`config.mk`:
```
export PLATFORM = sky130hd
export DESIGN_NAME = pipelined_cpu
export DESIGN_NICKNAME = d
export VERILOG_FILES = /design/src/isa_pkg.sv /design/src/pipe_pkg.sv /design/src/pipelined_cpu.sv /design/src/pipeline_control.sv /design/src/writeback_stage.sv /design/src/execute_stage.sv /design/src/decode_stage.sv /design/src/fetch_stage.sv /design/src/clock_enable_gen.sv
export SDC_FILE = /design/constraint.sdc
export NUM_CORES = 2
export LEC_CHECK = 0
export BUFFER_PORTS_ARGS = -buffer_cell sky130_fd_sc_hd__buf_4
export CORE_MARGIN = 2
export CORE_UTILIZATION = 45
export DETAILED_ROUTE_END_ITERATION = 8
export SYNTH_ARGS = -nofsm -noshare
export SYNTH_HDL_FRONTEND = slang
export SYNTH_SLANG_ARGS = --single-unit
```
`constraint.sdc`:
```
create_clock -name clk -period 5.7 [get_ports clk]
set_input_delay 0.285 -clock clk [delete_from_list [all_inputs] [get_ports clk]]
set_output_delay 0.285 -clock clk [all_outputs]
set_load 0.02 [all_outputs]
```
`src/isa_pkg.sv`:
```
package isa_pkg;

    localparam int WORD_W = 32;
    localparam int ADDR_W = 16;
    localparam int REG_W = 5;
    localparam int NUM_REGS = 32;

    typedef logic [WORD_W-1:0] word_t;
    typedef logic [REG_W-1:0] reg_idx_t;
    typedef logic [ADDR_W-1:0] addr_t;

    // Byte distance between two consecutive instructions.
    localparam word_t INSTR_BYTES = 32'd4;

    // Instruction layout: opcode, rd, rs1, rs2, then a signed immediate.
    localparam int OPC_HI = 31;
    localparam int OPC_LO = 27;
    localparam int RD_HI = 26;
    localparam int RD_LO = 22;
    localparam int RS1_HI = 21;
    localparam int RS1_LO = 17;
    localparam int RS2_HI = 16;
    localparam int RS2_LO = 12;
    localparam int IMM_HI = 11;
    localparam int IMM_LO = 0;
    localparam int IMM_W = IMM_HI - IMM_LO + 1;

    typedef enum logic [4:0] {
        op_nop   = 5'd0,
        op_add   = 5'd1,
        op_addi  = 5'd2,
        op_sub   = 5'd3,
        op_beqz  = 5'd4,
        op_store = 5'd5,
        op_sleep = 5'd6,
        op_halt  = 5'd7
    } opcode_e;

endpackage
```
`src/pipe_pkg.sv`:
```
package pipe_pkg;

    // Fetch to decode.
    typedef struct packed {
        logic           valid;
        isa_pkg::word_t pc;
        isa_pkg::word_t instr;
    } decode_pkt_t;

    // Decode to execute. Immediate is already sign extended.
    typedef struct packed {
        logic              valid;
        isa_pkg::opcode_e  op;
        isa_pkg::reg_idx_t rd;
        isa_pkg::reg_idx_t rs1;
        isa_pkg::reg_idx_t rs2;
        isa_pkg::word_t    imm;
        isa_pkg::word_t    pc;
        isa_pkg::word_t    a;
        isa_pkg::word_t    b;
    } exec_pkt_t;

    // Execute to writeback.
    typedef struct packed {
        logic              valid;
        logic              we;
        isa_pkg::reg_idx_t rd;
        isa_pkg::word_t    result;
        logic              is_store;
        isa_pkg::addr_t    st_addr;
        isa_pkg::word_t    st_data;
        logic              is_halt;
    } wb_pkt_t;

    typedef struct packed {
        logic           valid;
        isa_pkg::word_t target;
    } redirect_t;

    // External data write port.
    typedef struct packed {
        logic           we;
        isa_pkg::addr_t addr;
        isa_pkg::word_t data;
    } store_req_t;

endpackage

```
`src/pipelined_cpu.sv`:
```
`timescale 1ns/1ps

module pipelined_cpu (
    input  logic                 clk,
    input  logic                 rst_n,
    input  isa_pkg::word_t       clock_divider,
    input  logic [15:0]          interrupts,
    input  isa_pkg::word_t       imem_data,
    output isa_pkg::addr_t       imem_addr,
    output pipe_pkg::store_req_t dmem,
    output logic                 clk_en,
    output logic                 halted
);
    import isa_pkg::*;
    import pipe_pkg::*;

    decode_pkt_t dec;
    exec_pkt_t   ex;
    wb_pkt_t     wb;
    redirect_t   branch;
    redirect_t   redirect;
    reg_idx_t    rd_idx_a;
    reg_idx_t    rd_idx_b;
    word_t       rd_data_a;
    word_t       rd_data_b;
    logic        halt_seen;
    logic        sleep_seen;
    logic        halt_commit;
    logic        flush;
    logic        frontend_stop;

    clock_enable_gen clk_en_i (
        .clk(clk), .rst_n(rst_n), .clock_divider(clock_divider), .clk_en(clk_en)
    );

    fetch_stage fetch_i (
        .clk(clk), .rst_n(rst_n), .clk_en(clk_en), .frontend_stop(frontend_stop),
        .flush(flush), .redirect(redirect), .imem_data(imem_data),
        .imem_addr(imem_addr), .dec(dec)
    );

    decode_stage decode_i (
        .clk(clk), .rst_n(rst_n), .clk_en(clk_en), .flush(flush), .dec(dec),
        .rd_data_a(rd_data_a), .rd_data_b(rd_data_b),
        .rd_idx_a(rd_idx_a), .rd_idx_b(rd_idx_b), .ex(ex)
    );

    execute_stage execute_i (
        .clk(clk), .rst_n(rst_n), .clk_en(clk_en), .flush(flush), .ex(ex), .wb(wb),
        .branch(branch), .halt_seen(halt_seen), .sleep_seen(sleep_seen)
    );

    writeback_stage writeback_i (
        .clk(clk), .rst_n(rst_n), .clk_en(clk_en), .wb(wb),
        .rd_idx_a(rd_idx_a), .rd_idx_b(rd_idx_b),
        .rd_data_a(rd_data_a), .rd_data_b(rd_data_b),
        .dmem(dmem), .halt_commit(halt_commit)
    );

    pipeline_control control_i (
        .clk(clk), .rst_n(rst_n), .clk_en(clk_en), .branch(branch),
        .halt_seen(halt_seen), .sleep_seen(sleep_seen), .halt_commit(halt_commit),
        .ex_pc(ex.pc), .interrupts(interrupts), .redirect(redirect), .flush(flush),
        .frontend_stop(frontend_stop), .halted(halted)
    );

endmodule

```
`src/pipeline_control.sv`:
```
`timescale 1ns/1ps

module pipeline_control (
    input  logic                clk,
    input  logic                rst_n,
    input  logic                clk_en,
    input  pipe_pkg::redirect_t branch,
    input  logic                halt_seen,
    input  logic                sleep_seen,
    input  logic                halt_commit,
    input  isa_pkg::word_t      ex_pc,
    input  logic [15:0]         interrupts,
    output pipe_pkg::redirect_t redirect,
    output logic                flush,
    output logic                frontend_stop,
    output logic                halted
);
    import isa_pkg::*;
    import pipe_pkg::*;

    logic  sleeping;
    word_t sleep_pc;
    logic  wake;

    assign wake = sleeping && interrupts != '0;

    always_comb begin
        if (wake) begin
            redirect.valid = 1'b1;
            redirect.target = sleep_pc;
        end else begin
            redirect = branch;
        end
    end

    // Sleeping and halted keep bubbles in the younger slots.
    assign flush = branch.valid || halt_seen || sleep_seen || sleeping || halted;
    assign frontend_stop = halt_seen || halt_commit || sleep_seen || sleeping || halted;

    always_ff @(posedge clk) begin
        if (!rst_n) begin
            halted <= 1'b0;
            sleeping <= 1'b0;
        end else if (clk_en) begin
            if (halt_commit) begin
                halted <= 1'b1;
            end
            if (wake) begin
                sleeping <= 1'b0;
            end else if (sleep_seen) begin
                sleeping <= 1'b1;
            end
        end
    end

    // Resume point is the instruction after the sleep.
    always_ff @(posedge clk) begin
        if (clk_en && sleep_seen) begin
            sleep_pc <= ex_pc + INSTR_BYTES;
        end
    end

endmodule

```
`src/writeback_stage.sv`:
```
`timescale 1ns/1ps

module writeback_stage (
    input  logic                 clk,
    input  logic                 rst_n,
    input  logic                 clk_en,
    input  pipe_pkg::wb_pkt_t    wb,
    input  isa_pkg::reg_idx_t    rd_idx_a,
    input  isa_pkg::reg_idx_t    rd_idx_b,
    output isa_pkg::word_t       rd_data_a,
    output isa_pkg::word_t       rd_data_b,
    output pipe_pkg::store_req_t dmem,
    output logic                 halt_commit
);
    import isa_pkg::*;
    import pipe_pkg::*;

    word_t regs [NUM_REGS];
    logic  wr_en;

    assign wr_en = wb.valid && wb.we;

    // r0 reads zero, a write in flight is seen by the reader.
    function automatic word_t read_port(input reg_idx_t idx);
        word_t data;
        if (idx == '0) begin
            data = '0;
        end else if (wr_en && wb.rd == idx) begin
            data = wb.result;
        end else begin
            data = regs[idx];
        end
        return data;
    endfunction

    always_comb begin
        rd_data_a = read_port(rd_idx_a);
        rd_data_b = read_port(rd_idx_b);
    end

    always_ff @(posedge clk) begin
        if (rst_n && clk_en && wr_en) begin
            regs[wb.rd] <= wb.result;
        end
    end

    assign dmem.we = wb.valid && wb.is_store;
    assign dmem.addr = wb.st_addr;
    assign dmem.data = wb.st_data;
    assign halt_commit = wb.valid && wb.is_halt;

endmodule

```
`src/execute_stage.sv`:
```
`timescale 1ns/1ps

module execute_stage (
    input  logic                clk,
    input  logic                rst_n,
    input  logic                clk_en,
    input  logic                flush,
    input  pipe_pkg::exec_pkt_t ex,
    output pipe_pkg::wb_pkt_t   wb,
    output pipe_pkg::redirect_t branch,
    output logic                halt_seen,
    output logic                sleep_seen
);
    import isa_pkg::*;
    import pipe_pkg::*;

    word_t   a;
    word_t   b;
    word_t   result;
    word_t   st_sum;
    logic    writes_rd;
    logic    keep;
    wb_pkt_t wb_next;

    // Operands from the record in writeback, older values come from decode.
    assign a = (wb.valid && wb.we && wb.rd == ex.rs1) ? wb.result : ex.a;
    assign b = (wb.valid && wb.we && wb.rd == ex.rs2) ? wb.result : ex.b;

    always_comb begin
        writes_rd = 1'b1;
        case (ex.op)
            op_add: result = a + b;
            op_addi: result = a + ex.imm;
            op_sub: result = a - b;
            default: begin
                result = '0;
                writes_rd = 1'b0;
            end
        endcase
    end

    assign st_sum = a + ex.imm;

    assign branch.valid = ex.valid && ex.op == op_beqz && a == '0;
    assign branch.target = ex.pc + INSTR_BYTES + ex.imm;
    assign halt_seen = ex.valid && ex.op == op_halt;
    assign sleep_seen = ex.valid && ex.op == op_sleep;

    // The flushing instruction is older than its victims, so it still retires.
    assign keep = !flush || branch.valid || halt_seen || sleep_seen;

    always_comb begin
        wb_next.valid = ex.valid && keep;
        wb_next.we = wb_next.valid && writes_rd && ex.rd != '0;
        wb_next.rd = ex.rd;
        wb_next.result = result;
        wb_next.is_store = wb_next.valid && ex.op == op_store;
        wb_next.st_addr = st_sum[ADDR_W-1:0];
        wb_next.st_data = b;
        wb_next.is_halt = wb_next.valid && ex.op == op_halt;
    end

    always_ff @(posedge clk) begin
        if (!rst_n) begin
            wb <= '0;
        end else if (clk_en) begin
            wb <= wb_next;
        end
    end

endmodule

```
`src/decode_stage.sv`:
```
`timescale 1ns/1ps

module decode_stage (
    input  logic                  clk,
    input  logic                  rst_n,
    input  logic                  clk_en,
    input  logic                  flush,
    input  pipe_pkg::decode_pkt_t dec,
    input  isa_pkg::word_t        rd_data_a,
    input  isa_pkg::word_t        rd_data_b,
    output isa_pkg::reg_idx_t     rd_idx_a,
    output isa_pkg::reg_idx_t     rd_idx_b,
    output pipe_pkg::exec_pkt_t   ex
);
    import isa_pkg::*;
    import pipe_pkg::*;

    opcode_e   op_raw;
    opcode_e   op;
    exec_pkt_t ex_next;

    assign op_raw = opcode_e'(dec.instr[OPC_HI:OPC_LO]);
    assign rd_idx_a = dec.instr[RS1_HI:RS1_LO];
    assign rd_idx_b = dec.instr[RS2_HI:RS2_LO];

    // Anything outside the defined opcodes runs as a nop.
    always_comb begin
        case (op_raw)
            op_add,
            op_addi,
            op_sub,
            op_beqz,
            op_store,
            op_sleep,
            op_halt: op = op_raw;
            default: op = op_nop;
        endcase
    end

    always_comb begin
        ex_next.valid = dec.valid && !flush;
        ex_next.op = op;
        ex_next.rd = dec.instr[RD_HI:RD_LO];
        ex_next.rs1 = rd_idx_a;
        ex_next.rs2 = rd_idx_b;
        ex_next.imm = {{(WORD_W-IMM_W){dec.instr[IMM_HI]}}, dec.instr[IMM_HI:IMM_LO]};
        ex_next.pc = dec.pc;
        ex_next.a = rd_data_a;
        ex_next.b = rd_data_b;
    end

    always_ff @(posedge clk) begin
        if (!rst_n) begin
            ex <= '0;
        end else if (clk_en) begin
            ex <= ex_next;
        end
    end

endmodule

```
`src/fetch_stage.sv`:
```
`timescale 1ns/1ps

module fetch_stage (
    input  logic                 clk,
    input  logic                 rst_n,
    input  logic                 clk_en,
    input  logic                 frontend_stop,
    input  logic                 flush,
    input  pipe_pkg::redirect_t  redirect,
    input  isa_pkg::word_t       imem_data,
    output isa_pkg::addr_t       imem_addr,
    output pipe_pkg::decode_pkt_t dec
);
    import isa_pkg::*;
    import pipe_pkg::*;

    word_t pc;

    assign imem_addr = pc[ADDR_W-1:0];

    // Redirect wins over a stop, so a wake can restart a held frontend.
    always_ff @(posedge clk) begin
        if (!rst_n) begin
            pc <= '0;
        end else if (clk_en) begin
            if (redirect.valid) begin
                pc <= redirect.target;
            end else if (!frontend_stop) begin
                pc <= pc + INSTR_BYTES;
            end
        end
    end

    always_ff @(posedge clk) begin
        if (!rst_n) begin
            dec <= '0;
        end else if (clk_en) begin
            dec.valid <= !(flush || frontend_stop);
            dec.pc <= pc;
            dec.instr <= imem_data;
        end
    end

endmodule

```
`src/clock_enable_gen.sv`:
```
`timescale 1ns/1ps

module clock_enable_gen (
    input  logic           clk,
    input  logic           rst_n,
    input  isa_pkg::word_t clock_divider,
    output logic           clk_en
);
    import isa_pkg::*;

    word_t count;

    // One pulse every clock_divider+1 cycles.
    always_ff @(posedge clk) begin
        if (!rst_n) begin
            count <= '0;
            clk_en <= 1'b0;
        end else if (count >= clock_divider) begin
            count <= '0;
            clk_en <= 1'b1;
        end else begin
            count <= count + 1'b1;
            clk_en <= 1'b0;
        end
    end

endmodule

```
Word-level counts from Yosys, hierarchy flattened
Memory sizes are Yosys's and may differ from the RTL's. A register that Yosys moved wholly into a read port is not among the register bits.
Index checks and enable logic that the tools add are counted.

storage, ports and cells
  flip-flop bits (word level) = 382
  memory bits (writable) = 1,024
  output and inout bits = 67
  memories = 1

cells by class
  $add $sub $neg = 7
  order comparisons = 1
  eq/ne operators = 19
  multiplexer cells = 21
  bitwise logic cells = 1
  reductions and logical operators = 47

memories
  memory            depth  width  rd ports  clocked after Yosys merged registers in  wr ports  RTL line               text
  writeback_i.regs  32     32     2         2                                        1         writeback_stage.sv:18  word_t regs [NUM_REGS];

operator list
  kind                                                                    count
  32-bit 2-to-1 mux                                                       8
  32-bit adder                                                            3
  32-bit one-hot mux with 3 select lines                                  1
  32-bit by 3-bit adder with 32-bit output (second input constant)        2
  5-bit by 3-bit equality test with 1-bit output (second input constant)  8
  33-bit 2-to-1 mux                                                       1
  32-bit by 1-bit adder with 32-bit output (second input constant)        1
  32-bit greater-or-equal comparator                                      1
  32-bit logical NOT                                                      1
  32-bit subtractor                                                       1
  5-bit 2-to-1 mux                                                        5
  1-bit logical AND                                                       21
  5-bit by 2-bit equality test with 1-bit output (second input constant)  4
  5-bit equality test                                                     4
  16-bit nonzero test                                                     1
  1-bit logical OR                                                        12
  5-bit by 1-bit equality test with 1-bit output (second input constant)  2
  5-bit logical NOT                                                       2
  7-bit OR reduction                                                      1
  1-bit 2-to-1 mux                                                        6
  2-bit AND reduction                                                     3
  5-bit nonzero test                                                      1
  3-bit OR reduction                                                      1
  1-bit logical NOT                                                       2
  4 further kinds                                                         4

Depth between registers and ports, before layout
  depth after elaboration = 16
  gate-level depth with buffers = 25

By module
Synthesis repeated with hierarchy kept, for this count alone.

unflattened totals
  cells, all modules = 5,405
  area, all modules = 72,778.6 um^2

by module, submodules not included
  module            instances  cells an instance  area each (um^2)  seq. area each (um^2)
  writeback_stage   1          2,750              48,545.3          30,749.5
  execute_stage     1          1,282              10,247.3          1,781.7
  decode_stage      1          448                5,142.4           2,582.5
  fetch_stage       1          489                4,460.5           1,941.9
  pipeline_control  1          173                2,194.6           1,001.0
  clock_enable_gen  1          263                2,188.3           660.6

Least setup slack after synthesis
No wires, ideal clock.

  kind = register to register
  from = register execute_i.wb[83] (netlist name)
  to = register execute_i.wb[80] (netlist name)
  arrival = 5.389 ns
  path slack = 0.186 ns
  cell stages (with the launch flop) = 26
  path buffers = 3
  cell sequence = dfxtp_1 -> buf_2 -> xor2_1 -> nor4_1 -> nand2_1 -> clkbuf_1 -> buf_1 -> mux2i_1 -> ha_1 -> inv_1 -> a2111oi_0 -> nand2_1 -> nor2_1 -> nand2_1 -> o21a_1 -> xor2_1 -> ha_1 -> inv_1 -> o21ai_0 -> nand2_1 -> o311ai_0 -> a2111oi_0 -> o41ai_1 -> xnor2_1 -> a2bb2oi_1 -> o21ai_0

on the way
  longest elaborated chain between the ends = 5
  elaborated cells on any way between the ends = 10
  classes of those cells = add/sub (3); eq/ne (2); mux (3); reduce/logical (2)

ends and longest elaborated chain
  what                                           RTL line                                  text
  5-bit equality test, on equally long branches  execute_stage.sv:26, execute_stage.sv:27
  1-bit logical AND, on equally long branches    execute_stage.sv:26, execute_stage.sv:27
  32-bit 2-to-1 mux, on equally long branches    execute_stage.sv:26, execute_stage.sv:27
  32-bit subtractor (tied with other cells)      execute_stage.sv:34                       op_sub: result = a - b;
  32-bit one-hot mux with 3 select lines *       execute_stage.sv:31                       case (ex.op)

Mark *: on every way between the ends. The rest lies on a longest branch, timed or not.
A chain may end at the register's enable or synchronous reset.

Final worst setup path
  from = register execute_i.wb[83] (netlist name)
  to = register execute_i.wb[77] (netlist name)

on the way
  longest elaborated chain between the ends = 5
  elaborated cells on any way between the ends = 10
  classes of those cells = add/sub (3); eq/ne (2); mux (3); reduce/logical (2)

ends and longest elaborated chain
  what                                           RTL line
  5-bit equality test, on equally long branches  execute_stage.sv:26, execute_stage.sv:27
  1-bit logical AND, on equally long branches    execute_stage.sv:26, execute_stage.sv:27
  32-bit 2-to-1 mux, on equally long branches    execute_stage.sv:26, execute_stage.sv:27
  32-bit subtractor (tied with other cells)      execute_stage.sv:34
  32-bit one-hot mux with 3 select lines *       execute_stage.sv:31

Marks and branches as above.

==> out/metrics.yaml <==
status:
  status: "finished clean"
drt:
  routed_via_density: 6.337
  wl_per_cell_microns: 30.26
  drt_iter0_drc: 4892
  drtPass1Iterations: 7
  drc: 0
  drtAntennaViolNets: 0
  finalWirelength_microns: 197400
  vias: 41350
sta:
  tns_ns: 0
  setup-violations-final: 0
  drv_slew: 0
  grt_setup_unrepaired: "no"
  relSlewSlack_pct: 24.39
  max_freq_mhz: 191.4
  hold_violations: 0
  period_needed_ns: 5.225
  skew_ns: 0.02174
  timing.final.ws_setup_ns: 0.4752
  hold_slack_ns: 0.2983
  worst_pin_slew_ns: 1.131
  fin_crit_sh_pct: 91.66
final_layout:
  layout_common_cells: "1040 x edfxtp_1, 640 x mux4_2, 301 x dfxtp_1, 293 x buf_4, 270 x nand2_1"
  synthToLayoutAreaGrowth_pct: 13.36
  drive_above_1_share_pct: 27.31
  instances_no_fill: 6525
  seq_area_sq_um: 37510
  multiInputGateArea_sq_um: 27420
  design_area_sq_um: 75130
  nets: 4688
  final_common_cell: "edfxtp_1"
  post-route-util_pct: 51.49
  n_fill_cell: 12010
die:
  std_cell_rows: 140
  ioPinCount: 149
  core_sq_um: 145900
  die_w_microns: 387.8
  die_area_sq_um: 150400
  die-height_microns: 387.8
  start_util_pct: 45.42
logic_synthesis:
  async_flop_share_pct: 0
  synth_area_per_cell_sq_um: 15.35
  synthCells: 4319
  synth_warnings: 0
  synth_seq_area_share_pct: 56.54
  synth-edff-count: 1040
  ys_types: 78
  ys.flop_type: "edfxtp_1"
  synth-seq-cells: 1352
  synth_nets: 4517
  synthesis.area_sq_um: 66280
worst_setup_path:
  crit_path_end_kind: "flop"
  cpPeakStageDelay_ns: 0.41
  reg2reg_depth: 25
  cp-start-kind: "flop"
  path_class: "flop to flop"
  path_max_fanout: 4
  worst_path_most_repeated_cell: "buf_4"
  cp.arrival_ns: 5.87
  slowest_stage: "a311o_1"
  cp.required_ns: 6.34
  rrSetupSlack_ns: 0.48
clock_tree:
  cts_tree: "done"
  clk_latency_ns: 0.79
  cts.clk_slew.worst_paths_ns: 0.06
  clock-root-buffer: "clkbuf_16"
  clk_path_buf_depth: 3
  cts-buffers-inserted: 144
  cts_sinks: 1352
  h-tree-depth: 4
worst_hold_path:
  worstHoldPathCells: 4
  hold_class: "input port to flop"
pwr:
  power_mw: 19.89
  vdd_drop_max_mv: 0.3419
  p_leak_nw: 24.46
  power_density_nw_per_um2: 264.7
placed_design:
  globalplace.congestion: 0.9439
  portBuffers: 148
  dp_hpwl_microns: 122800
  place_ws_ns: 0.2475
  place_area_sq_um: 70130
  placedCellCount: 6227
grt:
  antenna_found_initial: 4
  groute.usage.overall_pct: 26.19
  grt_max_degree: 75
  grt_pass1_vias: 41000
  overflow: 0
  grt_pass1_wl_microns: 286700
job:
  drv_cap: 0
power breakdown:
| part | switching, mW | internal (mW) | leakage, nW |
|---|---|---|---|
| clock | 3.96 | 5.32 | 2.29 |
| combinational | 0.0722 | 0.0652 | 10.1 |
| sequential | 0.00244 | 10.5 | 12.1 |
| total | 4.04 | 15.8 | 24.5 |
per-layer routing:
layer,up-vias,share of wire (%),global-route usage [%],wire length [microns]
met4,2,3.0,8.232,5926
met5,-,0.0056,0,11
met1,21450,41,36.43,80500
met3,333,8.1,4.402,16070
li1,17640,-,-,-
met2,1924,48,42.26,94910
state kept, by name, summed over array words and instances, names as in the netlist, named ones only:
register            cells
writeback_i.regs     1024
clk_en_i.count         32
fetch_i.dec            49
clk_en_i.clk_en         1
control_i.sleep_pc     16
execute_i.wb           89
control_i.sleeping      1
decode_i.ex           113
fetch_i.pc             16
control_i.halted        1
area by class of cell:
cell class	count	area share, %
antenna	2	0.006661
clock inverter	74	0.8376
clock buffer	188	5.351
timing repair buffer	343	3.820
tap	1917	3.192
inverter	73	0.3714
sequential	1352	49.93
multi-input combinational	2576	36.49
logic make-up (layout without fill, tap and decap cells):
family / Yosys count / count (layout) / share of synthesized area (%)
AO/OA/AOI/OAI: 560 / 560 / 5.299
XOR/XNOR: 159 / 159 / 2.101
adder cells (fa/ha/maj): 116 / 116 / 2.224
buffers and inverters: 391 / 678 / 2.537
flip-flops: 1352 / 1352 / 56.54
multiplexers: 885 / 885 / 25.49
other: 0 / 2 / 0
AND/OR/NAND/NOR: 856 / 856 / 5.808
Yosys cell counts, types with 7 or more instances:
| cell type | n | area (sq um) |
|---|---|---|
| xnor2_1 | 85 | 744.5 |
| buf_1 | 72 | 270.3 |
| or4_1 | 13 | 97.59 |
| a21o_1 | 33 | 247.7 |
| buf_4 | 50 | 375.4 |
| nand2_1 | 272 | 1021 |
| mux2i_1 | 222 | 2222 |
| nor3_1 | 83 | 415.4 |
| nor2b_1 | 7 | 43.79 |
| a311oi_1 | 8 | 70.07 |
| ha_1 | 113 | 1414 |
| o31ai_1 | 9 | 67.56 |
| a21oi_1 | 94 | 470.5 |
| and2_1 | 9 | 56.30 |
| nor2_1 | 287 | 1077 |
| nor4_1 | 29 | 181.4 |
| nand4_1 | 25 | 156.4 |
| nand2b_1 | 14 | 87.58 |
| o21bai_1 | 8 | 60.06 |
| a211oi_1 | 31 | 232.7 |
| a31oi_1 | 12 | 75.07 |
| xor2_1 | 74 | 648.1 |
| o21ai_0 | 237 | 1186 |
| o21a_1 | 15 | 112.6 |
| and3_1 | 23 | 143.9 |
| o211ai_1 | 17 | 127.6 |
| mux2_2 | 23 | 259.0 |
| a221oi_1 | 18 | 157.7 |
| mux4_2 | 640 | 14410 |
| clkbuf_1 | 185 | 694.4 |
| inv_1 | 72 | 270.3 |
| nand3_1 | 48 | 240.2 |
| or3_1 | 17 | 106.4 |
| edfxtp_1 | 1040 | 31230 |
| buf_2 | 9 | 45.04 |
| dfxtp_1 | 312 | 6246 |
worst max-delay path: cells and delay by family, from the launching register on:
kind | cells | cell delay (ns)
compound gates | 8 | 1.93
xor+xnor | 3 | 0.53
fa+ha+maj | 2 | 0.56
buf+inv | 5 | 0.75
flops | 1 | 0.31
mux | 1 | 0.23
simple gates | 6 | 0.78
path summary, 6_finish.rpt:
kind	from	to
worst max-delay path	execute_i.wb[83]$_SDFFE_PN0P_	execute_i.wb[77]$_SDFFE_PN0P_
worst min-delay path	imem_data[7]	fetch_i.dec[7]$_SDFFE_PN0P_
worst max register to register	execute_i.wb[83]$_SDFFE_PN0P_	execute_i.wb[77]$_SDFFE_PN0P_
worst min register to register	decode_i.ex[59]$_SDFFE_PN0P_	decode_i.ex[59]$_SDFFE_PN0P_
repair_timing:
item                       4_1_cts  5_1_grt
setup endpoints to repair        0        5
hold buffers                    33        0
resized for setup                0        4
setup buffers                    0        1
hold endpoints to repair        57        0
Note: power is estimated with default switching activity, not from simulation.
